`config.mk`:
```
export PLATFORM = sky130hd
export DESIGN_NAME = readout_fsm
export DESIGN_NICKNAME = d
export VERILOG_FILES = /design/src/mlkem_out_pkg.sv /design/src/readout_fsm.sv
export VERILOG_INCLUDE_DIRS = /design/src /design/src/src
export SDC_FILE = /design/constraint.sdc
export NUM_CORES = 1
export LEC_CHECK = 0
export BUFFER_PORTS_ARGS = -buffer_cell sky130_fd_sc_hd__buf_2
export CELL_PAD_IN_SITES_DETAIL_PLACEMENT = 0
export CELL_PAD_IN_SITES_GLOBAL_PLACEMENT = 1
export CORE_ASPECT_RATIO = 0.9
export CORE_MARGIN = 2
export CORE_UTILIZATION = 38
export DETAILED_ROUTE_END_ITERATION = 8
export PLACE_DENSITY_LB_ADDON = 0.15
export SYNTH_ARGS = -nofsm -noshare
export SYNTH_HDL_FRONTEND = slang
export SYNTH_SLANG_ARGS = --single-unit
```
`constraint.sdc`:
```
create_clock -name clk -period 4 [get_ports clk]
set_clock_uncertainty 0.15 [all_clocks]
set_input_delay 0.4 -clock clk [delete_from_list [all_inputs] [get_ports clk]]
set_output_delay 0.4 -clock clk [all_outputs]
set_load 0.01 [all_outputs]
```
`src/mlkem_out_params.svh`:
```
`ifndef MLKEM_OUT_PARAMS_SVH
`define MLKEM_OUT_PARAMS_SVH

// Core side widths
`define DIN_W           16      // Data returned by the core
`define CNT_W           16      // Core address and phase length

// Readback buffer
`define RAM_W           64
`define RAM_DEPTH       2048
`define RAM_AW          11

// Phase lengths in core entries
`define LEN_SEED        16      // Seeds, hashes and shared secret

// Polynomial vector per level
`define LEN_K2_POLY     768
`define LEN_K3_POLY     1152
`define LEN_K4_POLY     1536

// Ciphertext, k=2 reuses the poly length
`define LEN_K3_CT       1088
`define LEN_K4_CT       1568

`endif
```
`src/mlkem_out_pkg.sv`:
```
`include "mlkem_out_params.svh"

package mlkem_out_pkg;

    // Op nibble of the control byte, read commands only plus reset
    typedef enum logic [3:0] {
        op_reset    = 4'h1,
        op_read_sk  = 4'h4,
        op_read_pk  = 4'h6,
        op_read_ct  = 4'h8,
        op_read_ss  = 4'hA,
        op_read_hek = 4'hC,
        op_read_ps  = 4'hE
    } op_code_e;

    typedef enum logic [1:0] {
        kem_none     = 2'd0,
        kem_gen_keys = 2'd1,
        kem_encap    = 2'd2,
        kem_decap    = 2'd3
    } kem_op_e;

    typedef enum logic [1:0] {
        level_none = 2'd0,
        level_k2   = 2'd1,
        level_k3   = 2'd2,
        level_k4   = 2'd3
    } kem_level_e;

    // Control byte as seen on the bus
    typedef struct packed {
        kem_op_e    op_sel;     // Bits 7:6
        kem_level_e level;      // Bits 5:4
        op_code_e   op;         // Bits 3:0
    } mode_ctl_t;

    typedef enum logic [3:0] {
        IDLE,
        LOAD_EK,
        LOAD_PUBLICSEED,
        LOAD_DK,
        LOAD_EK_DK,
        LOAD_PS_DK,
        LOAD_HEK,
        LOAD_Z,
        LOAD_CT,
        LOAD_SS,
        END_READ,
        DONE
    } phase_e;

    typedef struct packed {
        logic               valid;      // Phase reads from the core
        logic [7:0]         code;       // Read command for control_core
        logic [`CNT_W-1:0]  length;     // Entries in this phase
        logic               byte_lanes; // Pack 8 bytes per word
    } phase_cmd_t;

    typedef logic [7:0]  lane8_t;
    typedef logic [15:0] lane16_t;

endpackage

```
`src/readout_fsm.sv`:
```
`timescale 1ns/100ps

`include "mlkem_out_params.svh"

module readout_fsm import mlkem_out_pkg::*; (
    input  logic      clk,
    input  logic      rst,
    input  logic      start,
    input  mode_ctl_t control,
    input  logic      step,
    input  logic      phase_done,
    output phase_e    phase,
    output logic      end_op
);

    phase_e next_phase;
    phase_e first_phase;    // Entry point of the selected operation
    phase_e follow;         // Successor of a load phase
    logic   mode_ok;
    logic   abort;

    assign mode_ok = (control.op_sel != kem_none) && (control.level != level_none);
    assign abort   = (control.op == op_reset);

    always_ff @(posedge clk) begin
        if (!rst || !start || abort) begin
            phase <= IDLE;
        end else begin
            phase <= next_phase;
        end
    end

    always_comb begin
        case (control.op_sel)
            kem_gen_keys: first_phase = LOAD_EK;
            kem_encap:    first_phase = LOAD_CT;
            kem_decap:    first_phase = LOAD_SS;
            default:      first_phase = IDLE;
        endcase
    end

    // Key generation walks the full chain, encap is CT then SS
    always_comb begin
        case (phase)
            LOAD_EK:         follow = LOAD_PUBLICSEED;
            LOAD_PUBLICSEED: follow = LOAD_DK;
            LOAD_DK:         follow = LOAD_EK_DK;
            LOAD_EK_DK:      follow = LOAD_PS_DK;
            LOAD_PS_DK:      follow = LOAD_HEK;
            LOAD_HEK:        follow = LOAD_Z;
            LOAD_Z:          follow = END_READ;
            LOAD_CT:         follow = LOAD_SS;
            LOAD_SS:         follow = END_READ;
            default:         follow = IDLE;
        endcase
    end

    always_comb begin
        next_phase = phase;
        case (phase)
            IDLE: begin
                if (step && mode_ok) begin
                    next_phase = first_phase;
                end
            end
            END_READ: begin
                if (step) begin
                    next_phase = DONE;
                end
            end
            DONE: begin
                next_phase = DONE;      // Left only when start drops
            end
            default: begin
                if (phase_done) begin
                    next_phase = follow;
                end
            end
        endcase
    end

    assign end_op = (phase == DONE);

endmodule

```
# == Word-level counts from Yosys, hierarchy flattened ==
# Memory sizes are Yosys's and may differ from the RTL's. A register that Yosys moved wholly into a read port is not among the register bits.
# Cells that the tools add are included.
# classes
div,0
n_mul,0
reduce_logical,11
shift,0
n_bitwise,0
order_cmp,0
n_addsub,0
eq_ne,8
muxes,7
# op_table
cell,n
$pmux W4 S3,2
$mux W4,5
$eq A4 B4 Y1 const B,2
$eq A2 B2 Y1 const B,2
$eq A4 B1 Y1 const B,1
$logic_not A4 Y1,1
$ne A2 B2 Y1 const B,2
$reduce_bool A2 Y1,2
$reduce_bool A4 Y1,1
$reduce_and A3 Y1,1
$eq A2 B1 Y1 const B,1
$logic_and A1 B1 Y1,2
$logic_not A1 Y1,2
$logic_or A1 B1 Y1,2
# totals
latchBits,0
reg_bits,4
memories,1
input_bits,13
ram_bits,0
rom_bits,64
# mem_list
memory,words,word_bits,rd,rd_ports_with_merged_regs,write_ports,line_no,rtl
(name not given),16,4,1,1,0,readout_fsm.sv:44,case (phase)

# == Depth between registers and ports, before layout ==
# logic_depth
word_depth,7
mapped_depth,9

# == Least setup slack after synthesis ==
# No wires, ideal clock.
# synth_path
kind,reg-to-reg
start,reg phase[3]
end,reg follow[1] (netlist name)
n_path_buf,0
arrival_ns,2.058
required_time_ns,3.725
synth_period_minus_slack_ns,2.332
path_stages_with_launch,10
path_slack_ns,1.668
cell_sequence,dfxtp_1 or4bb_1 o22ai_1 a2111oi_1 or2_1 and2_1 ha_1 and2_1 mux2i_1 o22ai_1
# synth_via
elab_chain_cells,5
word_cells_on_any_way,10
cone_classes,eq/ne: 4; mux: 3; reduce/logical: 3
# synth_rtl
item,line_no,rtl
from (decl),readout_fsm.sv:12,"output phase_e phase,"
from (signal assigned),readout_fsm.sv:29,phase <= next_phase;
$eq A4 B4 Y1 or $logic_not A4 Y1 (tied branches),readout_fsm.sv:60,case (phase)
$reduce_bool A4 Y1 (no source line) or $ne A2 B2 Y1 (tied branches),n/a,
$reduce_and A3 Y1 (no source line),n/a,
$mux W4 (no source line) * (2 in series),n/a,
# Mark *: on every way between the ends. The rest lies on a longest branch, timed or not.
# A chain may end at the register's enable or synchronous reset.

# == Worst setup path after layout ==
# layout_path
start,reg phase[3]
end,reg follow[2] (netlist name)
# layout_via
elab_chain_cells,5
word_cells_on_any_way,10
cone_classes,eq/ne: 4; mux: 3; reduce/logical: 3
# layout_rtl
item,line_no
$eq A4 B4 Y1 or $logic_not A4 Y1 (tied branches),readout_fsm.sv:60
$reduce_bool A4 Y1 (no source line) or $ne A2 B2 Y1 (tied branches),n/a
$reduce_and A3 Y1 (no source line),n/a
$mux W4 (no source line) * (2 in series),n/a
# Marks and branches as above.

==> results_dict.tcl <==
set metrics [dict create \
    powerDensity_nw_per_um2 243 \
    clk_latency_ns 0.26 \
    rsz0062_at_grt "false" \
    drive_above_1_share_pct 29.2 \
    ys_types 38 \
    rrSetupSlack_ns 1.51 \
    antenna_found_initial 0 \
    first_global_vias 581 \
    grt_first_pass_wirelength_um 2440 \
    yosysTopAreaCellShare_pct 25.9 \
    drc 0 \
    area_growth_pct 20.0 \
    clkSinkCount 8 \
    drv_cap 0 \
    cts_max_path_buffers 2 \
    hp-start "start" \
    post_cts_buffers 0 \
    htreeDepth 1 \
    drt_iter0_drc 9 \
    grt.total_usage_pct 17.5 \
    synth.cell_area_um2 618 \
    finalCritPeriodShare_pct 62.1 \
    finalNetCount 108 \
    num_rows 13 \
    grt_max_degree 10 \
    fmax_mhz 402 \
    cts_tree "done" \
    core_area_um2 1480 \
    path_clk_slew_ns 0.06 \
    via_per_inst 5.45 \
    hold_class "in -> reg" \
    final.setup.tns_ns 0 \
    gp_congestion 0.863 \
    synth.top_cells.by_area "dfxtp_1 26%, ha_1 8.1%, nor2_1 4.3%" \
    cp-endpoint "follow[2]$_SDFF_PP0_" \
    num_vias 605 \
    place_inst 108 \
    worst_slew_pin_slew_ns 0.573 \
    cts_buffers 3 \
    overflow 0 \
    crit_required_ns 3.98 \
    drtAntennaViolNets 0 \
    final.min_clock_period_ns 2.49 \
    cts_root_buf "clkbuf_4" \
    cp.arrival_ns 2.47 \
    dieArea_um2 1970 \
    worstSetupEndpointType "flip-flop" \
    die_w_um 46.5 \
    leakage_nw 0.344 \
    layout_commonest_cell "buf_2" \
    syn_avg_cell_area_um2 8.83 \
    pin_count 18 \
    io_buffers 17 \
    first_pass_iters 4 \
    cts_resized 0 \
    start_util_pct 41.8 \
    layout_common_cells "17 x buf_2, 8 x dfxtp_1, 7 x nor2_1" \
    ys_seq_area_share_pct 25.9 \
    hold_violations 0 \
    wl_um 1460 \
    path_class "reg -> reg" \
    slew_viol_final 0 \
    cp-startpoint "phase[3]$_SDFFE_PP0N_" \
    setup_viol 0 \
    antenna_cells 0 \
    start_kind "flip-flop" \
    fin_cells 111 \
    synth_warnings 0 \
    synthDominantAreaCellType "dfxtp_1" \
    peakVddDrop_v 0.000155 \
    relSlewSlack_pct 61.4 \
    die_height_um 42.3 \
    ff2ff_path_depth 7 \
    dp_hpwl_um 1150 \
    syn_nets 87 \
    status "finished clean" \
    r2r_end "follow[2]$_SDFF_PP0_" \
    holdBufCountCts 0 \
    avgRoutedWirePerCell_um 13.1 \
    rr_startpoint "phase[3]$_SDFFE_PP0N_" \
    crit_fanout 8 \
    netlist_instances 70 \
    ys_ff_latch 8 \
]
## power breakdown
part / total [W] / switching (W) / internal, W / leakage (nW)
combinational: 0.0000332 / 0.0000167 / 0.0000166 / 0.265
sequential: 0.0000843 / 0.00000254 / 0.0000818 / 0.0647
clock: 0.0000630 / 0.0000286 / 0.0000344 / 0.0138
total: 0.000180 / 0.0000478 / 0.000133 / 0.344
## registers in the layout, summed over array words and instances, names as in the netlist
signal  cells
phase       4
follow      4
## stage by stage
step | utilization (%) | total power, W | worst slack, ns | hold slack [ns] | cell area [um^2]
3_3_place_gp | 48.6 | 0.000119 | 1.52 | 0.526 | 719
5_1_grt | 50.1 | 0.000193 | 1.31 | 0.444 | 742
3_5_place_dp | 48.6 | 0.000119 | 1.55 | 0.495 | 719
2_1_floorplan | - | 0.000108 | 1.67 | 0.426 | 618
4_1_cts | 50.1 | 0.000182 | 1.52 | 0.430 | 742
6_report | 50.1 | 0.000181 | 1.51 | 0.425 | 742
## synthesized netlist by cell type
cell type / n
a221o_1: 1
o22a_1: 1
o221ai_1: 1
nor4_4: 1
and2b_2: 1
and2_2: 1
mux2i_1: 2
buf_6: 1
or2_1: 1
o211a_1: 1
or4bb_1: 1
nor2_1: 7
or4_4: 1
nand3_1: 2
inv_1: 4
nor3b_1: 1
dfxtp_1: 8
o21a_1: 1
and2_1: 3
o2bb2ai_1: 1
nor2b_1: 1
and3b_4: 1
and3_1: 2
o22ai_1: 2
nor4b_2: 1
a21o_1: 1
a21boi_0: 1
ha_1: 4
a21oi_1: 3
nand2_1: 2
nor4_1: 1
a2111oi_1: 1
nand2b_1: 1
a2bb2oi_1: 1
or4_1: 1
a211o_1: 1
nor3_1: 5
or4b_1: 1
## routing by layer
metal	vias to the layer above	track usage, %	part of all wire [%]	routed length [um]
met5	-	0	0	0
met4	0	5.71	0.55	8
met2	23	25.3	45	662
met3	2	8.19	7.1	104
li1	304	-	-	-
met1	276	22.5	47	680
## worst min-delay path by stage
stage,to,slack (ns),depth (start not counted)
after floorplan,phase[1]$_SDFFE_PP0N_,0.43,2
after global placement,phase[1]$_SDFFE_PP0N_,0.53,2
after detailed placement,phase[1]$_SDFFE_PP0N_,0.50,2
after CTS,phase[1]$_SDFFE_PP0N_,0.43,3
after global routing,phase[3]$_SDFFE_PP0N_,0.44,3
final,phase[1]$_SDFFE_PP0N_,0.43,3
## final cells by class
| type | count | area [um^2] |
|---|---|---|
| Clock buffer | 3 | 22.5 |
| Inverter | 4 | 15.0 |
| Multi-Input combinational cell | 57 | 432 |
| Timing Repair Buffer | 17 | 85.1 |
| Tap cell | 22 | 27.5 |
| Fill cell | 144 | 738 |
| Sequential cell | 8 | 160 |
## cells by family (layout without fill, tap and decap cells)
group	after synthesis	count (layout)	share of synthesized area (%)
AOI/OAI and AO/OA	16	16	20.0
adders and majority gates	4	4	8.10
buffers and inverters	5	24	4.25
DFF	8	8	25.9
muxes	2	2	3.24
and+or+nand+nor	35	35	38.5
## worst max-delay path, cell delays in order, from the launching register on
cell and delay (ns):
dfxtp_1 0.49, or4bb_1 0.52, o22ai_1 0.15, a2111oi_1 0.10, or2_1 0.24, and2_1 0.19
ha_1 0.22, a221o_1 0.32
(Power assumes the default switching activity.)
