==> src/mlkem_out_params.svh <==
`ifndef MLKEM_OUT_PARAMS_SVH
`define MLKEM_OUT_PARAMS_SVH

// Core side widths
`define DIN_W           16      // Data returned by the core
`define CNT_W           16      // Core address and phase length

// Readback buffer
`define RAM_W           64
`define RAM_DEPTH       2048
`define RAM_AW          11

// Phase lengths in core entries
`define LEN_SEED        16      // Seeds, hashes and shared secret

// Polynomial vector per level
`define LEN_K2_POLY     768
`define LEN_K3_POLY     1152
`define LEN_K4_POLY     1536

// Ciphertext, k=2 reuses the poly length
`define LEN_K3_CT       1088
`define LEN_K4_CT       1568

`endif
==> src/lane_packer.sv <==
`timescale 1ns/100ps

`include "mlkem_out_params.svh"

module lane_packer #(
    parameter type lane_t = logic [7:0]
) (
    input  logic              clk,
    input  logic              rst,
    input  logic              capture,
    input  logic [`DIN_W-1:0] din,
    input  logic [`CNT_W-1:0] lane_sel,
    output logic [`RAM_W-1:0] word,
    output logic              word_done
);

    localparam int LANE_W  = $bits(lane_t);
    localparam int N_LANES = `RAM_W / LANE_W;
    localparam int SEL_W   = $clog2(N_LANES);

    lane_t [N_LANES-1:0] lanes;     // Lane 0 is the low end of the word
    logic  [SEL_W-1:0]   idx;
    logic                top_lane;

    assign idx      = lane_sel[SEL_W-1:0];
    assign top_lane = (idx == SEL_W'(N_LANES - 1));

    always_ff @(posedge clk) begin
        if (capture) begin
            lanes[idx] <= din[LANE_W-1:0];  // Byte lanes keep the low byte
        end
    end

    // Word is complete one cycle after its top lane lands
    always_ff @(posedge clk) begin
        if (!rst) begin
            word_done <= 1'b0;
        end else begin
            word_done <= capture && top_lane;
        end
    end

    assign word = lanes;

endmodule

==> config.mk <==
export PLATFORM = sky130hd
export DESIGN_NAME = lane_packer
export DESIGN_NICKNAME = d
export VERILOG_FILES = /design/src/lane_packer.sv
export VERILOG_INCLUDE_DIRS = /design/src /design/src/src
export SDC_FILE = /design/constraint.sdc
export NUM_CORES = 1
export LEC_CHECK = 0
export ABC_AREA = 1
export BUFFER_PORTS_ARGS = -buffer_cell sky130_fd_sc_hd__buf_2
export CELL_PAD_IN_SITES_DETAIL_PLACEMENT = 0
export CELL_PAD_IN_SITES_GLOBAL_PLACEMENT = 2
export CORE_ASPECT_RATIO = 0.9
export CORE_MARGIN = 3
export CORE_UTILIZATION = 30
export DETAILED_ROUTE_END_ITERATION = 10
export MAX_ROUTING_LAYER = met4
export PLACE_DENSITY = 0.83
export SYNTH_ARGS = -nofsm -noshare
export SYNTH_HDL_FRONTEND = slang
export SYNTH_SLANG_ARGS = --single-unit
==> constraint.sdc <==
create_clock -name clk -period 1.4 [get_ports clk]
set_clock_uncertainty 0.2 [all_clocks]
set_input_delay 0.28 -clock clk [delete_from_list [all_inputs] [get_ports clk]]
set_output_delay 0.28 -clock clk [all_outputs]
set_load 0.005 [all_outputs]
Word-level counts from Yosys, hierarchy flattened --
Index checks and enable logic that the tools add are counted.
Word-level totals: input port bits 35, word-level logic and storage cells 17, register bits after elaboration 65
Operators by class: magnitude comparators 2, reductions and logical operators 2, multiplexer cells 3, eq/ne operators 1
Operators with widths (number):
- 64-bit bitwise mux | 1
- 8-bit demux with 3-bit select | 1
- 8-bit 2-to-1 mux | 1
- 3-bit by 4-bit < comparator with 1-bit output, second input constant | 1
- 3-bit equality test, second input constant | 1
- 3-bit by 1-bit >= comparator with 1-bit output, second input constant | 1
- 1-bit logical AND | 2

Logic depth before layout (Yosys ltp) --
Gate-level depths: netlist of the first run.
depth in word-level cells 5, depth in mapped cells 3, mapped depth without buffers 3

Worst setup path after synthesis of the first run --
Ideal clock, no wire load.
path kind input to register, from input lane_sel[0], to register lanes (netlist bit word[0]), enable pin, setup time 0.370 ns, buffers on the path 0, cell stages on the path 3, path slack 0.045 ns, arrival time 0.785 ns, cells stage by stage inv_1 nand2_1 nor2_1
RTL lines:
- start: declaration | RTL line lane_packer.sv:12 | input logic [`CNT_W-1:0] lane_sel,
- end signal: indexed assignment | RTL line lane_packer.sv:30 | lanes[idx] <= din[LANE_W-1:0];
- end: declaration | RTL line lane_packer.sv:21 | lane_t [N_LANES-1:0] lanes;

Worst setup path after layout of the first run --
from register lanes (netlist bit word[58]), to output word[58]
RTL lines:
- end: declaration | RTL line lane_packer.sv:13 | output logic [`RAM_W-1:0] word,
No word-level cell between the ends.

==> results of run 1 <==
-- kinds of logic (layout without fill, tap and decap cells) --
family,after synthesis,after routing
DFF,65,65
and+or+nand+nor,15,15
buffers and inverters,4,121
-- cell usage after synthesis --
| cell | count | area [sq um] |
|---|---|---|
| edfxtp_1 | 64 | 1920 |
| nor2_1 | 8 | 30.0 |
| nand2_1 | 5 | 18.8 |
| inv_1 | 4 | 15.0 |
| dfxtp_1 | 1 | 20.0 |
| nand2_2 | 1 | 6.26 |
| nor3_2 | 1 | 10.0 |
-- power breakdown --
part,switching [mW],internal (mW)
registers,0.0139,2.20
logic,0.0974,0.0777
clock network,0.694,0.637
-- per-layer routing --
layer / global-route usage [%] / vias to the layer above / routed length, microns
li1: - / 540 / -
met1: 17.3 / 570 / 2100
met2: 17.0 / 68 / 2030
met3: 5.59 / 2 / 480
met4: 4.45 / 0 / 4
met5: - / - / 0
-- sequential cells by signal, summed over array words and instances, names as in the netlist --
| signal | flops |
|---|---|
| word | 64 |
| word_done | 1 |
-- cell usage in the layout, fill, tap and decap left out, types with 2 or more instances in the layout --
master and n:
inv_1 4, dlygate4sd3_1 5, clkinvlp_4 2, clkbuf_8 9, buf_4 18, edfxtp_1 64, nor2_1 8, clkinv_2 2
buf_2 78, nand2_1 5
-- timing repair --
item / CTS / global route
hold endpoints to repair: 30 / 0
setup buffers: 0 / 0
hold buffers: 5 / 0
setup endpoints to repair: 0 / 2
-- worst paths after layout --
path,to,cells after the start
worst max-delay path,word[58],1
worst min-delay path,word[31]$_DFFE_PP_,1
-- final cells by class --
type	instances	area share, %
sequential	65	67.5
tap	87	3.78
timing repair buffer	101	20.0
inverter	4	0.522
clock inverter	7	1.61
multi-input combinational	15	2.26
clock buffer	9	4.31
==> results_dict.tcl, run 1 <==
set metrics [dict create \
    dieHeight_microns 83.9 \
    seq_area_sq_um 1940 \
    crit_start "word[58]$_DFFE_PP_" \
    syn_nets 119 \
    synth.area.mux_share_pct 0 \
    cp-start-kind "flop" \
    grt_overflow 0 \
    fin_tns_setup_ns 0 \
    grt_start_max_net_pins 13 \
    num_rows 27 \
    max_cap_violations 0 \
    min_period_ns 1.36 \
    drt_iter0_markers 106 \
    detail_route.wl_per_cell_microns 16.0 \
    synth_top_family_by_area "simple AND/OR/NAND/NOR gates" \
    clk_pin_slew_ns 0.07 \
    cts.sinks 65 \
    yosys.area_share.simple_pct 3.22 \
    stdcell_area_sq_um 2880 \
    synth.distinct_cells 7 \
    power.total_mw 3.72 \
    num_io_pins 100 \
    dp_slack_ns -0.0286 \
    finalCritPeriodShare_pct 97.1 \
    remaining_drc_errors 0 \
    die_w_microns 92.5 \
    rsz0062_at_grt "true" \
    initial_core_util_pct 32.0 \
    clockBufferDepth 2 \
    antenna_found_initial 0 \
    cts_buffers 9 \
    fill_cells 575 \
    syn_area_per_cell_sq_um 24.1 \
    syn_to_final_growth_pct 42.3 \
    p_leak_nw 1.15 \
    drive_above_1_share_pct 56.2 \
    path_buf_inv 1 \
    crit_required_ns 0.92 \
    place.gp.congestion 0.784 \
    worstSetupPathType "flop to output pin" \
    final_util_pct 45.5 \
    numPortBuffers 78 \
    setup_ws_ns 0.0410 \
    maxSlewHeadroom_pct 84.5 \
    critPathTopFamily "flip-flops" \
    slew_violations 0 \
    place_inst 267 \
    dp_hpwl_microns 3240 \
    dr.pass1.iters 4 \
    dpl_cell_area_sq_um 2660 \
    cts.htree.levels 3 \
    crit_chain "buf_2" \
    wirelength_microns 4620 \
    first_global_vias 1151 \
    worst_ep_arrival_time_ns 0.88 \
    synth-seq-area-share_pct 96.0 \
    synth_compound_area_share_pct 0 \
    ys_warn_count 0 \
    fin_nets 231 \
    netlist_area_sq_um 2020 \
    fmax_mhz 736 \
    setup_violations 0 \
    multi_input_area_sq_um 65.1 \
    ys_seq_elements 65 \
    synth_xor_area_share_pct 0 \
    netlist_instances 84 \
    hold_viol 0 \
    ctsResizeCount 0 \
    vias_per_cell 4.10 \
    worst-path-max-fanout 1 \
    p_per_area_nw_per_um2 1290 \
    cts_root_buffer "clkbuf_8" \
    tightest_slew_ns 0.231 \
    core_sq_um 6320 \
    hold_slack_ns 0.0227 \
    final_antenna_net_count 0 \
    dr_total_vias 1180 \
    worstHoldPathType "input port to flop" \
    endpoint_kind "output pin" \
    critPathMaxStageDelay_ns 0.40 \
    grt_use_total_pct 12.8 \
    cp_slowest_cell "edfxtp_1" \
    vdd_drop_max_mv 0.839 \
    min_from "din[7]" \
    cts_tree "yes" \
    synthAdderAreaFrac_pct 0 \
    grt_pass1_wl_microns 6780 \
    die_area_sq_um 7760 \
    n_antenna_cell 0 \
    status "completed" \
    stdcell_count 288 \
]
Power figures use the tool's default switching activity.
==> inputs of run 2 (changes only) <==
==> constraint.sdc (replaced) <==
create_clock -name clk -period 1.4 [get_ports clk]
set_clock_uncertainty 0.2 [all_clocks]
set_input_delay 0.07 -clock clk [delete_from_list [all_inputs] [get_ports clk]]
set_output_delay 0.07 -clock clk [all_outputs]
set_load 0.005 [all_outputs]
==> results_dict.tcl, run 2 (synthesis gave the netlist of run 1 again) <==
set metrics [dict create \
    fin_tns_setup_ns 0 \
    grt_start_max_net_pins 13 \
    die_area_sq_um 7760 \
    finalCritPeriodShare_pct 96.8 \
    p_switching_uw 806 \
    crit_start "rst" \
    power.internal_mw 2.92 \
    cts_buffers 9 \
    grt_use_total_pct 12.9 \
    syn_to_final_growth_pct 44.7 \
    dr_total_vias 1216 \
    stdcell_area_sq_um 2930 \
    slew_violations 0 \
    cp-endpoint "word_done$_SDFF_PN0_" \
    tightest_slew_ns 0.234 \
    vias_per_cell 4.15 \
    cts.sinks 65 \
    stdcell_count 293 \
    final_antenna_net_count 0 \
    maxSlewHeadroom_pct 84.3 \
    die_w_microns 92.5 \
    crit_required_ns 1.41 \
    dr.pass1.iters 4 \
    drt_iter0_markers 98 \
    largest_reg_flops 64 \
    p_clk_share_pct 35.7 \
    grt_overflow 0 \
    fmax_mhz 738 \
    cts.htree.levels 3 \
    wirelength_microns 4670 \
    place_inst 267 \
    grt_pass1_wl_microns 6880 \
    n_antenna_cell 0 \
    first_global_vias 1174 \
    fin_nets 236 \
    remaining_drc_errors 0 \
    clockBufferDepth 2 \
    initial_core_util_pct 32.0 \
    power.share.combinational_pct 4.9 \
    hold_viol 0 \
    numPortBuffers 78 \
    ctsResizeCount 0 \
    p_leak_nw 1.17 \
    num_io_pins 100 \
    dpl_cell_area_sq_um 2660 \
    place.gp.congestion 0.784 \
    endpoint_kind "flop" \
    status "completed" \
    setup_violations 0 \
    rsz0062_at_grt "false" \
    detail_route.wl_per_cell_microns 15.9 \
    cts_tree "yes" \
    clk_pin_slew_ns 0.07 \
    swShare_pct 21.6 \
    num_rows 27 \
    worst_ep_arrival_time_ns 1.37 \
    max_cap_violations 0 \
    final_common_cell "buf_2" \
    pwr-share-seq_pct 59.4 \
    layout_common_cells "78 x buf_2, 64 x edfxtp_1, 18 x buf_4, 10 x dlygate4sd3_1, 9 x clkbuf_8" \
    p_per_area_nw_per_um2 1270 \
    cp-start-kind "input port" \
    min_period_ns 1.36 \
    dp_hpwl_microns 3240 \
    antenna_found_initial 0 \
    worstHoldPathType "input port to flop" \
    drive_above_1_share_pct 54.9 \
    dieHeight_microns 83.9 \
    worstSetupPathType "input port to flop" \
    cts_setup_buffers 0 \
    worst-path-max-fanout 1 \
    vdd_drop_max_mv 0.836 \
    cts_root_buffer "clkbuf_8" \
    core_sq_um 6320 \
]
==> run 2: per-stage QoR <==
step	setup WS [ns]	utilization (%)	hold slack, ns	power [mW]
5_1_grt	0.0344	46.3	0.0998	3.89
3_3_place_gp	0.158	42.0	0.119	2.42
2_1_floorplan	0.255	-	-0.0311	2.29
3_5_place_dp	0.181	42.0	0.119	2.42
4_1_cts	0.0830	46.3	0.0715	3.79
6_report	0.0446	46.3	0.103	3.73
==> run 2: worst min-delay path by stage <==
stage | from | to | slack (ns) | cells past startpoint
2_1_floorplan | din[0] | word[0]$_DFFE_PP_ | -0.03 | 0
3_3_place_gp | rst | word_done$_SDFF_PN0_ | 0.12 | 3
3_5_place_dp | rst | word_done$_SDFF_PN0_ | 0.12 | 3
4_1_cts | lane_sel[2] | word[44]$_DFFE_PP_ | 0.07 | 4
5_1_grt | lane_sel[1] | word[16]$_DFFE_PP_ | 0.1 | 4
6_report | lane_sel[2] | word[44]$_DFFE_PP_ | 0.10 | 4
==> run 2: what timing repair did <==
| action | in CTS | in global routing |
|---|---|---|
| setup endpoints to repair | 0 | 1 |
| hold endpoints to repair | 65 | 0 |
| hold buffers | 10 | 0 |
==> run 2: power by group through the flow <==
stage	Clock (mW)	Combinational, mW	Sequential [mW]
floorplan	0	0.0253	2.27
global placement	0	0.163	2.26
detailed placement	0	0.166	2.26
CTS	1.39	0.186	2.22
global route	1.47	0.202	2.22
finish	1.33	0.184	2.22
==> run 2: routing by layer <==
| layer | vias to the layer above | wire length [microns] | track usage, % |
|---|---|---|---|
| met1 | 589 | 2050 | 17.4 |
| met2 | 74 | 2100 | 17.5 |
| met5 | - | 0 | - |
| met3 | 2 | 509 | 5.59 |
| li1 | 551 | - | - |
| met4 | 0 | 4 | 4.45 |
==> run 2: cell type report <==
class | instances | area [sq um]
Sequential cell | 65 | 1940
Multi-Input combinational cell | 15 | 65.1
Clock buffer | 9 | 124
Tap cell | 87 | 109
Fill cell | 573 | 3390
Timing Repair Buffer | 106 | 626
Inverter | 4 | 15.0
Clock inverter | 7 | 46.3
==> run 2: worst max-delay path, stage by stage <==
cell and delay [ns]:
dlygate4sd3_1 0.53, buf_2 0.11, inv_1 0.06, nor3_2 0.04, dlygate4sd3_1 0.56
