==> src/mlkem_out_params.svh <==
`ifndef MLKEM_OUT_PARAMS_SVH
`define MLKEM_OUT_PARAMS_SVH

// Core side widths
`define DIN_W           16      // Data returned by the core
`define CNT_W           16      // Core address and phase length

// Readback buffer
`define RAM_W           64
`define RAM_DEPTH       2048
`define RAM_AW          11

// Phase lengths in core entries
`define LEN_SEED        16      // Seeds, hashes and shared secret

// Polynomial vector per level
`define LEN_K2_POLY     768
`define LEN_K3_POLY     1152
`define LEN_K4_POLY     1536

// Ciphertext, k=2 reuses the poly length
`define LEN_K3_CT       1088
`define LEN_K4_CT       1568

`endif
==> src/mlkem_out_pkg.sv <==
`include "mlkem_out_params.svh"

package mlkem_out_pkg;

    // Op nibble of the control byte, read commands only plus reset
    typedef enum logic [3:0] {
        op_reset    = 4'h1,
        op_read_sk  = 4'h4,
        op_read_pk  = 4'h6,
        op_read_ct  = 4'h8,
        op_read_ss  = 4'hA,
        op_read_hek = 4'hC,
        op_read_ps  = 4'hE
    } op_code_e;

    typedef enum logic [1:0] {
        kem_none     = 2'd0,
        kem_gen_keys = 2'd1,
        kem_encap    = 2'd2,
        kem_decap    = 2'd3
    } kem_op_e;

    typedef enum logic [1:0] {
        level_none = 2'd0,
        level_k2   = 2'd1,
        level_k3   = 2'd2,
        level_k4   = 2'd3
    } kem_level_e;

    // Control byte as seen on the bus
    typedef struct packed {
        kem_op_e    op_sel;     // Bits 7:6
        kem_level_e level;      // Bits 5:4
        op_code_e   op;         // Bits 3:0
    } mode_ctl_t;

    typedef enum logic [3:0] {
        IDLE,
        LOAD_EK,
        LOAD_PUBLICSEED,
        LOAD_DK,
        LOAD_EK_DK,
        LOAD_PS_DK,
        LOAD_HEK,
        LOAD_Z,
        LOAD_CT,
        LOAD_SS,
        END_READ,
        DONE
    } phase_e;

    typedef struct packed {
        logic               valid;      // Phase reads from the core
        logic [7:0]         code;       // Read command for control_core
        logic [`CNT_W-1:0]  length;     // Entries in this phase
        logic               byte_lanes; // Pack 8 bytes per word
    } phase_cmd_t;

    typedef logic [7:0]  lane8_t;
    typedef logic [15:0] lane16_t;

endpackage

==> src/phase_table.sv <==
`timescale 1ns/100ps

`include "mlkem_out_params.svh"

module phase_table import mlkem_out_pkg::*; (
    input  phase_e     phase,
    input  mode_ctl_t  control,
    output phase_cmd_t cmd,
    output logic [7:0] control_core
);

    typedef logic [`CNT_W-1:0] cnt_t;

    cnt_t     poly_len;
    cnt_t     ct_len;
    op_code_e read_op;

    // Level dependent sizes
    always_comb begin
        case (control.level)
            level_k2: begin
                poly_len = cnt_t'(`LEN_K2_POLY);
                ct_len   = cnt_t'(`LEN_K2_POLY);    // Same as the k=2 vector
            end
            level_k3: begin
                poly_len = cnt_t'(`LEN_K3_POLY);
                ct_len   = cnt_t'(`LEN_K3_CT);
            end
            level_k4: begin
                poly_len = cnt_t'(`LEN_K4_POLY);
                ct_len   = cnt_t'(`LEN_K4_CT);
            end
            default: begin
                poly_len = '0;
                ct_len   = '0;
            end
        endcase
    end

    always_comb begin
        cmd.valid      = 1'b1;
        cmd.length     = cnt_t'(`LEN_SEED);
        cmd.byte_lanes = 1'b0;
        read_op        = op_read_ss;
        case (phase)
            LOAD_EK, LOAD_EK_DK: begin
                read_op        = op_read_pk;
                cmd.length     = poly_len;
                cmd.byte_lanes = 1'b1;
            end
            LOAD_DK: begin
                read_op        = op_read_sk;
                cmd.length     = poly_len;
                cmd.byte_lanes = 1'b1;
            end
            LOAD_CT: begin
                read_op        = op_read_ct;
                cmd.length     = ct_len;
                cmd.byte_lanes = 1'b1;
            end
            LOAD_PUBLICSEED, LOAD_PS_DK: read_op = op_read_ps;
            LOAD_HEK:                    read_op = op_read_hek;
            LOAD_Z, LOAD_SS:             read_op = op_read_ss;
            default: begin
                cmd.valid  = 1'b0;      // IDLE, END_READ and DONE
                cmd.length = '0;
            end
        endcase
        cmd.code = {control.op_sel, control.level, read_op};   // Mode kept, op swapped
    end

    assign control_core = cmd.valid ? cmd.code : control;

endmodule

==> config.mk <==
export PLATFORM = sky130hd
export DESIGN_NAME = phase_table
export DESIGN_NICKNAME = d
export VERILOG_FILES = /design/src/mlkem_out_pkg.sv /design/src/phase_table.sv
export VERILOG_INCLUDE_DIRS = /design/src /design/src/src
export SDC_FILE = /design/constraint.sdc
export NUM_CORES = 1
export LEC_CHECK = 0
export BUFFER_PORTS_ARGS = -buffer_cell sky130_fd_sc_hd__buf_4
export CAP_MARGIN = 20
export CORE_MARGIN = 2
export CORE_UTILIZATION = 30
export DETAILED_ROUTE_END_ITERATION = 8
export GPL_TIMING_DRIVEN = 0
export MAX_ROUTING_LAYER = met4
export PLACE_DENSITY_LB_ADDON = 0.05
export SYNTH_ARGS = -nofsm -noshare
export SYNTH_HDL_FRONTEND = slang
export SYNTH_SLANG_ARGS = --single-unit
==> constraint.sdc <==
create_clock -name vclk -period 1.2
set_clock_uncertainty 0.15 [all_clocks]
set_input_delay 0.18 -clock vclk [all_inputs]
set_output_delay 0.18 -clock vclk [all_outputs]
set_load 0.02 [all_outputs]
## Word-level counts from Yosys, hierarchy flattened

Cells that the tools add are included.

- Equality and inequality tests: 12
- Multiplexer cells: 7
- Reductions and logical operators: 6

Operators with widths:

| operator | number |
|---|---|
| $pmux 11 s3 | 2 |
| $pmux 16 s3 | 1 |
| $pmux 4 s5 | 1 |
| $eq 4x3->1 const B | 4 |
| $reduce_or 9->1 | 1 |
| $eq 4x2->1 const B | 2 |
| $eq 4x4->1 const B | 2 |
| $reduce_or 5->1 | 1 |
| $eq 2x2->1 const B | 2 |
| $eq 4x1->1 const B | 1 |
| $mux 4 | 1 |
| $reduce_or 2->1 | 2 |
| $reduce_or 4->1 | 1 |
| $reduce_or 3->1 | 1 |
| $eq 2x1->1 const B | 1 |
| $mux 1 | 2 |

- Flip-flop bits (word level): 0
- Input bits: 12
- Output and inout bits: 34

## Logic depth before layout (Yosys ltp)

Gate-level depths: netlist of run 1.

- Depth after elaboration: 4
- Mapped depth: 4
- Gate-level depth less buffers: 3

## Least setup slack after synthesis of run 1

Ideal clock, no wire load.

- Path kind: input -> output
- Start: in phase[0]
- End: out control_core[0]
- Arrival time: 1147 ps
- Data required time: 870 ps
- Setup slack: -277 ps
- Stages on the path: 4
- Path buffers: 1
- Cell sequence: buf_6 -> or3_4 -> o21a_1 -> nor2b_2

RTL lines:

| what | RTL line | source |
|---|---|---|
| from (decl) | phase_table.sv:6 | `input phase_e phase,` |
| to (decl) | phase_table.sv:9 | `output logic [7:0] control_core` |

## Worst setup path in the final report of run 1

- Start: in phase[1]
- End: out control_core[0]

- Word-level cells in the longest chain between the ends: 4
- Elaborated cells on any way between the ends: 12
- Classes of those cells: 9 x eq/ne; 2 x mux; 1 x reduce/logical

RTL lines:

| what | RTL line | source |
|---|---|---|
| $eq 4x3->1 (tied with other cells) | phase_table.sv:45 | `case (phase)` |
| $reduce_or 9->1 (no line) (*) | -- |  |
| $mux 1 (*) | phase_table.sv:45 |  |
| $mux 4 (*) | phase_table.sv:72 | `assign control_core = cmd.valid ? cmd.code : control;` |

Mark *: on every way between the ends. The rest lies on a longest branch, timed or not.

==> results of run 1 <==
[report_power, final]
group,switching (W),internal (W)
Clock,0,0
Sequential,0,0
Combinational,0.000205,0.000230
[cell type report]
type	instances	area, sq um
Timing Repair Buffer	42	387.9
Multi-Input combinational cell	44	375.4
Fill cell	129	478.0
Inverter	4	15.01
Tap cell	16	20.02
Buffer	22	195.2
[logic make-up after synthesis]
kind of cell    count (synthesis)  synth area share (%)
other cells                     1                0.8122
simple gates                   17                 29.27
buf+inv                        26                 42.82
xor+xnor                        2                 3.795
mux                             1                 2.168
compound gates                 14                 21.14
[metrics by stage]
stage               utilization, %  instance area [sq um]  hold WS [ns]  TNS, ns
global route                 67.52                  993.5        0.4125   -3.066
finish                       67.52                  993.5        0.4083   -2.453
global placement             55.95                  823.3        0.4078   -3.249
floorplan                        -                  555.5        0.2462  -0.5629
detailed placement           55.95                  823.3        0.4088   -3.228
CTS                          64.37                  947.2        0.4091   -2.721
[Yosys cell counts, types with 2 or more instances]
library cell   n
nor2b_1        2
buf_4         18
buf_6          3
a31oi_1        2
inv_1          4
o21ai_0        2
nor2_1         3
xor2_1         2
nor3b_1        2
[repair_timing]
action | 4_1_cts | 5_1_grt
resized for setup | 17 | 10
hold endpoints to repair | 0 | 0
endpoints found under the setup margin | 16 | 16
pin swaps | 10 | 5
buffers inserted | 8 | 1
cloned | 1 | 0
[path summary, 6_finish.rpt]
check,end,slack [ns]
worst max-delay path,control_core[0],-0.25
worst min-delay path,control_core[6],0.41
[cells in the final DEF, fill, tap and decap left out, types with 2 or more instances in the layout]
master    n
buf_8     3
buf_4    41
buf_6    17
conb_1   10
and3_2    2
nor2b_4   2
a31oi_1   2
nor3b_4   3
nor2_1    2
inv_1     3
[per-layer routing]
metal	track usage, %	wire [microns]	up-vias
li1	-	-	284
met4	0	0	0
met2	28.06	694	24
met5	-	0	-
met3	0.4255	109	0
met1	15.19	475	250
==> results.sh, run 1 <==
export IMPL_num_vias=558
export IMPL_cp_num_cells=5
export IMPL_worst_ep_arrival_time_ns=1.12
export IMPL_drc=0
export IMPL_portBuffers=33
export IMPL_final_max_slew_viol_count=0
export IMPL_failed_checks="negative setup slack"
export IMPL_cts_hold_buf=0
export IMPL_synth_cell_area_sq_um=461.7
export IMPL_gp_congestion=0.6739
export IMPL_cpMaxStageDelayCell="or3_4"
export IMPL_die_w_microns=43.23
export IMPL_rsz0062_at_grt="true"
export IMPL_outcome="complete, but fails checks"
export IMPL_fmax_ghz=0.6906
export IMPL_hold_path_class="in2out"
export IMPL_die_area_sq_um=1869
export IMPL_seq_cell_count=0
export IMPL_grt_overflow=0
export IMPL_critPathBufInv=2
export IMPL_dp_cells=119
export IMPL_io_pins=46
export IMPL_path_max_fanout=4
export IMPL_fin_crit_ns=1.448
export IMPL_ant_nets=0
export IMPL_fin_cells=128
export IMPL_yosys_area_top_type="buf_4"
export IMPL_dr_pass1_iters=2
export IMPL_p_per_area_nw_per_um2=437.3
export IMPL_end_kind="output port"
export IMPL_diodes=0
export IMPL_slowest_delay_ns=0.40
export IMPL_synth_top_area_share_pct=29.27
export IMPL_grt_first_pass_wirelength_mm=2.028
export IMPL_final_layout_size_suffix_gt1_share_pct=74.11
export IMPL_synthCells=61
export IMPL_p_leak_nw=0.5288
export IMPL_fp_dieH_microns=43.23
export IMPL_critPathTopFamily="simple AND/OR/NAND/NOR gates"
export IMPL_hold_start="control[6]"
export IMPL_drt_iter0_drc=2
export IMPL_fin_nets=126
export IMPL_ir_worst_vdd_mv=0.2427
export IMPL_crit_path_cell_trace="buf_8 -> or3_4 -> o21a_4 -> nor2b_4 -> buf_6"
export IMPL_fin_crit_sh_pct=120.7
export IMPL_synth_warnings=0
export IMPL_first_global_vias=503
export IMPL_synth_avg_cell_area_sq_um=7.569
export IMPL_grt_start_max_net_pins=11
export IMPL_cp_start_kind="primary input"
export IMPL_total_power_w=0.0004344
export IMPL_wl_mm=1.278
export IMPL_cp_startpoint="phase[1]"
export IMPL_rows=14
export IMPL_antenna_found_initial=0
export IMPL_worst_slack_ns=-0.2480
export IMPL_finalHoldViolations=0
export IMPL_via_per_inst=4.359
export IMPL_cp_required_ns=0.87
export IMPL_track_usage_pct=13.72
export IMPL_core_area_sq_um=1471
export IMPL_synthTopCellsByArea="buf_4 29%, buf_6 7.3%, nor4b_4 5.1%"
export IMPL_dp_hpwl_microns=918
export IMPL_setup_viol=16
export IMPL_synth_distinct_cells=32
export IMPL_layout_area_seq_sq_um=0
export IMPL_post_drt_wl_per_cell_microns=9.984
export IMPL_initial_core_util_pct=31.38
export IMPL_holdPathStages=2
export IMPL_yosysSeqAreaShare_pct=0
export IMPL_pre_cts_ws_ns=-0.2920
export IMPL_n_clock_buffer=0
export IMPL_crit_type="in2out"
export IMPL_areaGrowthSynthToFinish_pct=115.2
export IMPL_max_cap_violations=0
Power figures use the tool's default switching activity.
==> run 2: changes to the inputs <==
Settings changed: REMOVE_ABC_BUFFERS set to 1.
==> run 2 against run 1 <==
  * Critical endpoint unchanged
  * Cell area shrank 29%
  * Final cell count shrank 23%
  * Combinational power shrank 26%
  * Sequential share of layout area is the same
  * Critical path depth is the same
  * Clock-buffer cell count is the same
  * Non-clock buffer count shrank 29
  * Setup slack lost 0.0065 ns
  * Power shrank 26%
  * Maximum frequency shrank 0.44%
  * The run still ends with negative setup slack left
==> results.sh, run 2 (same netlist as run 1, synthesis figures left out) <==
export IMPL_outcome="complete, but fails checks"
export IMPL_failed_checks="negative setup slack"
export IMPL_finalHoldViolations=0
export IMPL_die_w_microns=43.23
export IMPL_portBuffers=30
export IMPL_setup_viol=16
export IMPL_p_leak_nw=0.3583
export IMPL_num_vias=451
export IMPL_diodes=0
export IMPL_wl_mm=1.024
export IMPL_cp_start_kind="primary input"
export IMPL_worst_slack_ns=-0.2544
export IMPL_final_layout_size_suffix_gt1_share_pct=54.22
export IMPL_antenna_found_initial=0
export IMPL_end_kind="output port"
export IMPL_placed_cell_area_sq_um=558.0
export IMPL_grt_util_met2_pct=14.33
export IMPL_n_clock_buffer=0
export IMPL_rows=14
export IMPL_ant_nets=0
export IMPL_grt_overflow=0
export IMPL_hold_slack_ns=0.2102
export IMPL_grt_first_pass_wirelength_mm=1.490
export IMPL_track_usage_pct=9.912
export IMPL_final_max_slew_viol_count=0
export IMPL_post_drt_wl_per_cell_microns=10.34
export IMPL_p_per_area_nw_per_um2=452.7
export IMPL_die_area_sq_um=1869
export IMPL_dr_pass1_iters=2
export IMPL_cp_required_ns=0.87
export IMPL_ir_worst_vdd_mv=0.1953
export IMPL_fmax_ghz=0.6876
export IMPL_design_area_sq_um=705.7
export IMPL_fin_crit_ns=1.454
export IMPL_fin_crit_sh_pct=121.2
export IMPL_cts_hold_buf=0
export IMPL_dp_cells=94
export IMPL_use_met3_pct=2.128
export IMPL_grt_use_met1_pct=14.94
export IMPL_fin_cells=99
export IMPL_total_power_w=0.0003194
export IMPL_grt_start_max_net_pins=14
export IMPL_initial_core_util_pct=31.38
export IMPL_path_max_fanout=6
export IMPL_final_common_cell="buf_4"
export IMPL_fin_nets=97
export IMPL_areaGrowthSynthToFinish_pct=52.85
export IMPL_pre_cts_ws_ns=-0.3204
export IMPL_dp_hpwl_microns=752.5
export IMPL_max_cap_violations=0
export IMPL_io_pins=46
export IMPL_seq_cell_count=0
export IMPL_worst_ep_arrival_time_ns=1.12
export IMPL_gp_congestion=0.6003
export IMPL_fp_dieH_microns=43.23
export IMPL_hold_path_class="in2out"
export IMPL_drt_iter0_drc=6
export IMPL_layout_common_cells="21 x buf_4, 11 x buf_6, 10 x conb_1, 4 x inv_1, 3 x nor2_1"
export IMPL_first_global_vias=327
export IMPL_drc=0
export IMPL_crit_type="in2out"
export IMPL_rsz0062_at_grt="true"
export IMPL_via_per_inst=4.556
export IMPL_core_area_sq_um=1471
export IMPL_grt_busiest_layer="met1"
export IMPL_layout_area_seq_sq_um=0
-- run 2: cell count changes in the layout (fill, tap and decap cells not counted), moves of 2 or more --
cell,previous run,this run
buf_4,41,21
nor2b_4,2,0
nor2b_1,0,2
nor3b_4,3,1
buf_8,3,1
buf_6,17,11
-- run 2: timing repair --
action                     4_1_cts  5_1_grt
pin swaps                        6        7
setup endpoints to repair       16       16
hold endpoints to repair         0        0
resized for setup               16        9
buffers inserted                 4        1
-- run 2: worst paths after layout --
check / from / endpoint / cells after the start
worst max-delay path: phase[1] / control_core[0] / 5
worst min-delay path: control[7] / cmd[24] / 0
-- run 2: stage by stage --
stage | setup TNS [ns] | util (%)
after floorplan | -0.4494 | -
after global placement | -3.406 | 37.93
after detailed placement | -3.370 | 37.93
after CTS | -3.049 | 44.64
after global routing | -3.417 | 47.96
final | -2.684 | 47.96
-- run 2: power by group --
group / total [W] / internal, W / switching [W]
registers: 0 / 0 / 0
logic: 0.000319 / 0.000151 / 0.000168
clock network: 0 / 0 / 0
total: 0.000319 / 0.000151 / 0.000168
-- run 2: area by class of cell --
class / instances / area [sq um]
multi-input combinational: 44 / 334.1
inverter: 4 / 15.01
timing repair buffer: 35 / 336.6
fill: 150 / 765.7
tap: 16 / 20.02
-- run 2: metal layers --
metal	vias to the layer above	share of wire (%)
met2	29	41
li1	228	-
met4	0	0
met1	194	45
met3	0	14
met5	-	0
-- run 2: worst max-delay path, stage by stage --
cell and delay [ns]:
buf_12 0.10, or3_4 0.40, o21a_1 0.20, nor2b_2 0.12, buf_6 0.12
