`src/mlkem_out_params.svh`:
```
`ifndef MLKEM_OUT_PARAMS_SVH
`define MLKEM_OUT_PARAMS_SVH

// Core side widths
`define DIN_W           16      // Data returned by the core
`define CNT_W           16      // Core address and phase length

// Readback buffer
`define RAM_W           64
`define RAM_DEPTH       2048
`define RAM_AW          11

// Phase lengths in core entries
`define LEN_SEED        16      // Seeds, hashes and shared secret

// Polynomial vector per level
`define LEN_K2_POLY     768
`define LEN_K3_POLY     1152
`define LEN_K4_POLY     1536

// Ciphertext, k=2 reuses the poly length
`define LEN_K3_CT       1088
`define LEN_K4_CT       1568

`endif
```
`src/mlkem_out_pkg.sv`:
```
`include "mlkem_out_params.svh"

package mlkem_out_pkg;

    // Op nibble of the control byte, read commands only plus reset
    typedef enum logic [3:0] {
        op_reset    = 4'h1,
        op_read_sk  = 4'h4,
        op_read_pk  = 4'h6,
        op_read_ct  = 4'h8,
        op_read_ss  = 4'hA,
        op_read_hek = 4'hC,
        op_read_ps  = 4'hE
    } op_code_e;

    typedef enum logic [1:0] {
        kem_none     = 2'd0,
        kem_gen_keys = 2'd1,
        kem_encap    = 2'd2,
        kem_decap    = 2'd3
    } kem_op_e;

    typedef enum logic [1:0] {
        level_none = 2'd0,
        level_k2   = 2'd1,
        level_k3   = 2'd2,
        level_k4   = 2'd3
    } kem_level_e;

    // Control byte as seen on the bus
    typedef struct packed {
        kem_op_e    op_sel;     // Bits 7:6
        kem_level_e level;      // Bits 5:4
        op_code_e   op;         // Bits 3:0
    } mode_ctl_t;

    typedef enum logic [3:0] {
        IDLE,
        LOAD_EK,
        LOAD_PUBLICSEED,
        LOAD_DK,
        LOAD_EK_DK,
        LOAD_PS_DK,
        LOAD_HEK,
        LOAD_Z,
        LOAD_CT,
        LOAD_SS,
        END_READ,
        DONE
    } phase_e;

    typedef struct packed {
        logic               valid;      // Phase reads from the core
        logic [7:0]         code;       // Read command for control_core
        logic [`CNT_W-1:0]  length;     // Entries in this phase
        logic               byte_lanes; // Pack 8 bytes per word
    } phase_cmd_t;

    typedef logic [7:0]  lane8_t;
    typedef logic [15:0] lane16_t;

endpackage

```
`src/phase_counter.sv`:
```
`timescale 1ns/100ps

`include "mlkem_out_params.svh"

module phase_counter import mlkem_out_pkg::*; (
    input  logic              clk,
    input  logic              rst,
    input  logic              start,
    input  mode_ctl_t         control,
    input  phase_cmd_t        cmd,
    output logic              step,
    output logic [`CNT_W-1:0] count,
    output logic              phase_done
);

    logic toggle;       // Half-rate strobe
    logic hold_off;     // Any condition that parks the counters
    logic last;

    assign hold_off = !rst || !start || (control.op == op_reset);

    // First step lands one cycle after start is seen high
    always_ff @(posedge clk) begin
        if (hold_off) begin
            toggle <= 1'b0;
        end else begin
            toggle <= ~toggle;
        end
    end

    assign step = toggle;

    assign last = (count == cmd.length - 1'b1);

    always_ff @(posedge clk) begin
        if (hold_off) begin
            count <= '0;
        end else if (step && cmd.valid) begin
            if (last) begin
                count <= '0;            // Next phase starts at address 0
            end else begin
                count <= count + 1'b1;
            end
        end
    end

    assign phase_done = step && cmd.valid && last;

endmodule

```
`config.mk`:
```
export PLATFORM = sky130hd
export DESIGN_NAME = phase_counter
export DESIGN_NICKNAME = d
export VERILOG_FILES = /design/src/mlkem_out_pkg.sv /design/src/phase_counter.sv
export VERILOG_INCLUDE_DIRS = /design/src /design/src/src
export SDC_FILE = /design/constraint.sdc
export NUM_CORES = 1
export LEC_CHECK = 0
export BUFFER_PORTS_ARGS = -buffer_cell sky130_fd_sc_hd__buf_2
export CORE_ASPECT_RATIO = 1.2
export CORE_MARGIN = 10
export CORE_UTILIZATION = 52
export CTS_CLUSTER_SIZE = 25
export DETAILED_ROUTE_END_ITERATION = 10
export GPL_TIMING_DRIVEN = 0
export PLACE_DENSITY = 0.85
export REMOVE_ABC_BUFFERS = 1
export SYNTH_ARGS = -nofsm -noshare
export SYNTH_HDL_FRONTEND = slang
export SYNTH_SLANG_ARGS = --single-unit
```
`constraint.sdc`:
```
create_clock -name clk -period 7.7 [get_ports clk]
set_input_delay 1.54 -clock clk [delete_from_list [all_inputs] [get_ports clk]]
set_output_delay 1.54 -clock clk [all_outputs]
set_load 0.02 [all_outputs]
```
# ---- After elaboration in Yosys (flattened, before gate mapping)
# Index checks and enable logic that the tools add are counted.
dict set report classes {
  add_sub_neg 2
  eq_ne 2
  mux 1
  n_bitwise 1
  n_reduce_logical 6
}
# cell count
set op_table {}
lappend op_table {{16-bit by 1-bit adder with 16-bit output (second input constant)} 1}
lappend op_table {{16-bit == test} 1}
lappend op_table {{16-bit 2-to-1 mux} 1}
lappend op_table {{16-bit by 1-bit subtractor with 16-bit output (second input constant)} 1}
lappend op_table {{4-bit by 1-bit == test with 1-bit output (second input constant)} 1}
lappend op_table {{1-bit logical AND} 2}
lappend op_table {{1-bit zero test} 2}
lappend op_table {{1-bit logical OR} 2}
lappend op_table {{1-bit NOT} 1}
dict set report totals {
  ff_bits 17
  inputBits 37
  out_inout_bits 18
  word_cells 14
}

# ---- Longest topological paths before layout
# Gate-level depths: netlist of the first run.
dict set report depth {
  depth_word 3
  depth_mapped 11
  ltp_nobuf 9
}

# ---- Least setup slack after synthesis of the first run
# Ideal clock, no wire load.
dict set report synth_timing {
  kind {input port to output port}
  from {input cmd[1] (netlist name)}
  to {output phase_done}
  t_arrival_ps 3831
  t_required_ps 6160
  path_slack_ps 2329
  cell_stages 10
  n_path_buf 2
  cell_sequence {inv_1 > ha_1 > or4b_1 > or4_1 > buf_2 > or3_1 > a2bb2oi_2 > o211ai_4 > nor3_4 > buf_6}
}
dict set report synth_via {
  elab_chain_cells 3
}
# element line_no
set synth_lines {}
lappend synth_lines {{from (decl)} phase_counter.sv:10} ;# input phase_cmd_t cmd,
lappend synth_lines {{16-bit by 1-bit subtractor with 16-bit output} phase_counter.sv:33} ;# assign last = (count == cmd.length - 1'b1);
lappend synth_lines {{16-bit == test} phase_counter.sv:33}
lappend synth_lines {{1-bit logical AND} phase_counter.sv:47} ;# assign phase_done = step && cmd.valid && last;
lappend synth_lines {{to (decl)} phase_counter.sv:13} ;# output logic phase_done
# No other way between the ends.

# ---- Final worst setup path of the first run
# Same ends and word-level chain as after synthesis.

==> results of run 1 <==
[final timing paths]
kind,start,end,cells past startpoint
min reg2reg,step$_SDFF_PP0_,step$_SDFF_PP0_,1
max,cmd[1],phase_done,9
max reg2reg,count[15]$_SDFFE_PP0P_,count[15]$_SDFFE_PP0P_,6
min,step$_SDFF_PP0_,step$_SDFF_PP0_,1
[metrics by stage]
step                hold WS [ns]  area [sq um]  setup slack (ns)  util (%)  power (mW)
CTS                        0.458          1640              1.38      64.2       0.166
global route               0.517          1640              1.25      64.2       0.172
detailed placement         0.436          1610              1.38      63.1       0.119
finish                     0.456          1640              1.43      64.2       0.164
floorplan                  0.512          1370              2.17         -       0.106
global placement           0.426          1610              1.51      63.1       0.118
[where the power goes]
group | internal [mW] | switching, mW
Clock | 0.0193 | 0.0285
Sequential | 0.0883 | 0.000425
Combinational | 0.0120 | 0.0160
[flip-flops by register name (all words and copies together) (netlist names)]
name	cells
count	16
step	1
[routing by layer]
| layer | up-vias | share of wire [%] |
|---|---|---|
| li1 | 691 | - |
| met1 | 629 | 42 |
| met2 | 35 | 52 |
| met3 | 5 | 5.3 |
| met4 | 0 | 1.1 |
| met5 | - | 0 |
[kinds of logic (layout without fill, tap and decap cells)]
logic type | after synthesis | count (layout) | synth area share (%)
buffers and inverters | 10 | 50 | 3.32
adder cells (fa/ha/maj) | 2 | 2 | 1.80
XOR/XNOR | 29 | 29 | 18.2
AO/OA/AOI/OAI | 27 | 27 | 14.3
AND/OR/NAND/NOR | 82 | 82 | 37.9
flip-flops | 17 | 17 | 24.4
[cell usage in the layout (no fill, tap or decap), drive strengths merged, types with 4 or more instances in the layout]
master and instances:
or3 5, buf 41, xnor2 16, dfxtp 17
a21oi 5, nor2 11, nor4 4, nand3 5
xor2 13, o211ai 6, nand2 16, inv 5
or4 6, nor3 16, o21ai 6
[worst max-delay path, delay by kind of cell]
| kind | cells | cell delay, ns |
|---|---|---|
| AOI/OAI and AO/OA | 2 | 0.85 |
| adders and majority gates | 1 | 0.23 |
| and+or+nand+nor | 3 | 1.64 |
| buffers and inverters | 3 | 0.47 |
[layout make-up]
class                      count  area (sq um)  share of cell area [%]
clock buffer                   3          22.5                    1.37
clock inverter                 1          5.00                   0.305
inverter                       5          18.8                    1.15
multi-input combinational    140          1010                    61.4
sequential                    17           340                    20.8
tap                           33          41.3                    2.52
timing repair buffer          41           205                    12.5
==> impl_results.md, run 1 <==
* Status: completed
* Inserted Diodes at 0
* Synthesis warning total at 0
* Leakage power at 0.615 nW
* Top cell type's share of synthesized area at 24.4%
* GRT overflow at 0
* CP Capture Type: output pin
* Initial antenna violation count at 0
* Vias per cell at 5.67
* Worst Max-Slew Pin Slew at 0.847 ns
* CTS resizes at 0
* DR iter-0 viols at 67
* Syn_area_per_cell at 8.34 sq um
* First-pass GRT wire length at 5.95 mm
* CP Class: input pin to output pin
* Area delta synth->final at 17.7%
* Avg WL per Cell at 14.3 um
* Vias in the first global route at 1429
* Critical path's slowest cell: nor3_4
* Total GRT Usage at 13.8%
* Most common cell in the netlist: dfxtp_1
* Boundary pin count at 55
* Clock transition at path regs at 0.10 ns
* Top FF cell, synth: dfxtp_1
* Clock latency on the worst-skew pair at 0.30 ns
* Cell Pwr Density at 100 nW/um^2
* R2r setup slk at 5.20 ns
* Fin cells at 240
* Row count at 20
* ANT nets after route at 0
* CP startpoint kind: input pin
* Layout cells sized above 1 at 30.4%
* DR DRC count at 0
* Gr busiest metal: met2
* Met3 usage at 2.62%
* Die W at 67.2 um
* Min-delay worst type: register to register
* Unrepaired setup endpoints after global routing: no
* Data required, critical path at 6.16 ns
* Clk root buf: clkbuf_4
* Clock Path Buffers at 2
* Tcrit/Tclk final at 81.4%
* Initial Utilization at 54.6%
* Synth area leader: dfxtp_1
* DIE AREA at 5160 sq um
* M1 GR Usage at 15.0%
* Min Tclk post-route at 6.27 ns
* Largest cells by area after synthesis: dfxtp_1 24%, xnor2_1 10%, xor2_1 8.2%
* Hold Vio Cnt, Final at 0
* Data arrival, critical path at 4.73 ns
* GP Congestion at 0.803
* CTS sink cnt at 17
* Max-cap violations at 0
* Crit-path most repeated cell: buf_2
* Sequential element share of the synthesized area at 24.4%
* Setup violators final at 0
* Layout fillers at 245
* Yosys reg bits at 17
* Slew headroom at 43.4%
* Largest net degree at the start of global routing at 18
* CTS tree: yes
* Setup TNS at 0 ns
* Peak VDD IR at 0.122 mV
* Fin Clk Skew at 0.00772 ns
* Final wirelength at 3.43 mm
* First-pass DRT Iterations at 4
* Synth cell count leaders: 17 x dfxtp_1, 16 x nand2_1, 16 x xnor2_1, 13 x xor2_1, 11 x nor2_1
* Total CTS buffers at 3
* Placed cells at 236
* Maximum fanout along the worst path at 13
* # hold bufs at CTS at 0
* Largest stage delay on the critical path at 0.62 ns
* H-tree levels at 1
* Post-Syn Area at 1390 sq um
* Yosys cell types at 45
* CP Cell Sequence: buf_2 -> inv_1 -> ha_1 -> or4b_1 -> or4_1 -> o41ai_1 -> o211ai_1 -> nor3_4 -> buf_2
* Max Clock Freq at 160 MHz
* Postcts setup bufs at 0
* Layout Nets at 247
* Fraction of registers with async set/reset at 0%
* Dpl hpwl at 2.80 mm
* EDFF count, synth at 0
* Die Span Y at 76.7 um
* Met2 usage at 25.3%
* Max Slew Vio Count at 0
* Post-Syn Instances at 167
* Number of port buffers at 41
* Via Count at 1360
* Core Box Area at 2550 sq um
No activity file was read; power rests on OpenSTA's default activity.
==> run 2, diff against run 1 <==
- CORE_UTILIZATION: 52 -> 44
- PLACE_DENSITY: 0.85 -> 0.76
- clock period: 7.7 -> 5.6 ns (I/O delays scaled with it)
==> run 2 against run 1 <==
Against the previous run: sequential share of layout area barely moved; global-route usage fell by 3.1 points; routed wire length is 2.6% lower; non-clock buffer count unchanged; clock skew fell by 0.0047 ns; hold slack better by 0.0016 ns; final cell count up 1.3%; first-iteration DRC count fell by 57%; largest cell class unchanged.
==> impl_results.md, run 2 (same netlist as run 1, synthesis figures left out) <==
* Avg WL per Cell at 13.7 um (was 14.3 um)
* Reg2reg path depth at 6 (unchanged)
* Worst reg2reg path endpoint: count[15]$_SDFFE_PP0P_ (unchanged)
* Min Tclk post-route at 5.30 ns
* DR DRC count at 0 (unchanged)
* Worst Max-Slew Pin Slew at 0.857 ns (was 0.847 ns)
* Crit-path most repeated cell: buf_2 (unchanged)
* Max-cap violations at 0 (unchanged)
* Largest net degree at the start of global routing at 18 (unchanged)
* Number of port buffers at 41 (unchanged)
* Layout Nets at 247 (unchanged)
* Max Slew Vio Count at 0 (unchanged)
* Clock transition at path regs at 0.10 ns (about the same)
* Boundary pin count at 55 (unchanged)
* Data required, critical path at 4.48 ns (was 6.16 ns)
* Hold Vio Cnt, Final at 0 (unchanged)
* R2r setup slk at 3.14 ns (was 5.20 ns)
* Core Box Area at 3060 sq um (was 2550 sq um)
* Area delta synth->final at 17.9% (was 17.7%)
* Total GRT Usage at 10.7% (was 13.8%)
* Clk root buf: clkbuf_4 (unchanged)
* Layout fillers at 292 (was 245)
* CP Cell Sequence: buf_2 -> inv_1 -> ha_1 -> or4b_1 -> or4_1 -> o41ai_1 -> o211ai_1 -> nor3_4 -> buf_2 (unchanged)
* Setup TNS at 0 ns (unchanged)
* ANT nets after route at 0 (unchanged)
* CP startpoint kind: input pin (unchanged)
* Peak VDD IR at 0.135 mV (was 0.122 mV)
* Min-delay src: step$_SDFF_PP0_ (unchanged)
* Vias in the first global route at 1273 (was 1429)
* Unrepaired setup endpoints after global routing: no (unchanged)
* CP Capture Type: output pin (unchanged)
* DR iter-0 viols at 29 (was 67)
* Final worst setup slack at 0.296 ns (was 1.43 ns)
* GRT overflow at 0 (unchanged)
* Total CTS buffers at 3 (unchanged)
* Die Span Y at 81.6 um (was 76.7 um)
* Min-delay worst type: register to register (unchanged)
* Tcrit/Tclk final at 94.7%
* Maximum fanout along the worst path at 13 (unchanged)
* Row count at 22 (was 20)
* Top reg by flops: count (unchanged)
* Cell Pwr Density at 138 nW/um^2 (was 100 nW/um^2)
* First-pass DRT Iterations at 5 (was 4)
* CP Class: input pin to output pin (unchanged)
* Pre-CTS setup slack at 0.282 ns (was 1.38 ns)
* Clock latency on the worst-skew pair at 0.29 ns (was 0.30 ns)
* DIE AREA at 5820 sq um (was 5160 sq um)
* Dpl hpwl at 2.72 mm (was 2.80 mm)
* Max Clock Freq at 189 MHz
* Critical path's slowest cell: nor3_4 (unchanged)
* Postcts setup bufs at 0 (unchanged)
* First-pass GRT wire length at 5.31 mm (was 5.95 mm)
* GP Congestion at 0.763 (was 0.803)
* Fin Clk Skew at 0.00306 ns (was 0.00772 ns)
* H-tree levels at 1 (unchanged)
* Worst hold path cell count at 1 (unchanged)
* Max reg flops at 16 (unchanged)
* Inserted Diodes at 0 (unchanged)
* Leakage power at 0.612 nW (was 0.615 nW)
* Largest stage delay on the critical path at 0.62 ns (about the same)
* Setup violators final at 0 (unchanged)
* Most frequent cells in the layout: 41 x buf_2, 17 x dfxtp_1, 16 x nand2_1, 16 x xnor2_1, 13 x xor2_1 (unchanged)
* Initial antenna violation count at 0 (unchanged)
* Vias per cell at 5.52 (was 5.67)
* Commonest non-fill, non-tap cell in the layout: buf_2 (unchanged)
* Post-layout util at 53.7% (was 64.2%)
* CTS sink cnt at 17 (unchanged)
* Status: completed (unchanged)
* Slew headroom at 42.7% (was 43.4%)
* CTS resizes at 0 (unchanged)
* Final wirelength at 3.34 mm (was 3.43 mm)
* Initial Utilization at 45.6% (was 54.6%)
* Layout cells sized above 1 at 30.0% (was 30.4%)
* CTS tree: yes (unchanged)
* # hold bufs at CTS at 0 (unchanged)
* Hold endpoint: step$_SDFF_PP0_ (unchanged)
* Via Count at 1341 (was 1360)
* Data arrival, critical path at 4.18 ns (was 4.73 ns)
* Clock Path Buffers at 2 (unchanged)
* Die W at 71.4 um (was 67.2 um)
* Crit Reg-Reg Startpoint: count[15]$_SDFFE_PP0P_ (unchanged)
-- run 2: routing by layer --
metal,wire [um],track usage [%]
met4,23,4.07
met5,0,0
met1,1450,11.5
met2,1740,19.8
met3,134,2.29
-- run 2: worst max path at each step --
stage,from,end,slack (ns),depth (start not counted)
2_1_floorplan,cmd[1],phase_done,0.91,8
3_3_place_gp,cmd[1],phase_done,0.23,9
3_5_place_dp,cmd[1],phase_done,0.28,9
4_1_cts,cmd[1],phase_done,0.26,9
5_1_grt,cmd[1],phase_done,0.08,9
6_report,cmd[1],phase_done,0.30,9
-- run 2: where the power goes --
group	internal (mW)	leakage (nW)	switching, mW
registers	0.121	0.137	0.000594
clock network	0.0277	0.0150	0.0391
logic	0.0165	0.460	0.0214
total	0.166	0.612	0.0611
-- run 2: area by class of cell --
class / count / area [sq um] / area share (%)
sequential: 17 / 340 / 20.7
inverter: 5 / 18.8 / 1.14
tap: 36 / 45.0 / 2.74
timing repair buffer: 41 / 205 / 12.5
clock buffer: 4 / 26.3 / 1.60
multi-input combinational: 140 / 1010 / 61.3
-- run 2: critical path: cells and delay by family --
kind / cells / cell delay [ns]
and+or+nand+nor: 3 / 1.63
AOI/OAI and AO/OA: 2 / 0.75
buffers and inverters: 3 / 0.46
adders and majority gates: 1 / 0.22
-- run 2: stage by stage --
| stage | cells | instance area, sq um | total power [mW] | hold WS (ns) |
|---|---|---|---|---|
| after floorplan | 162 | 1370 | 0.146 | 0.512 |
| after global placement | 239 | 1620 | 0.163 | 0.430 |
| after detailed placement | 239 | 1620 | 0.163 | 0.440 |
| after CTS | 243 | 1640 | 0.228 | 0.463 |
| after global routing | 243 | 1640 | 0.237 | 0.494 |
| final | 243 | 1640 | 0.227 | 0.458 |
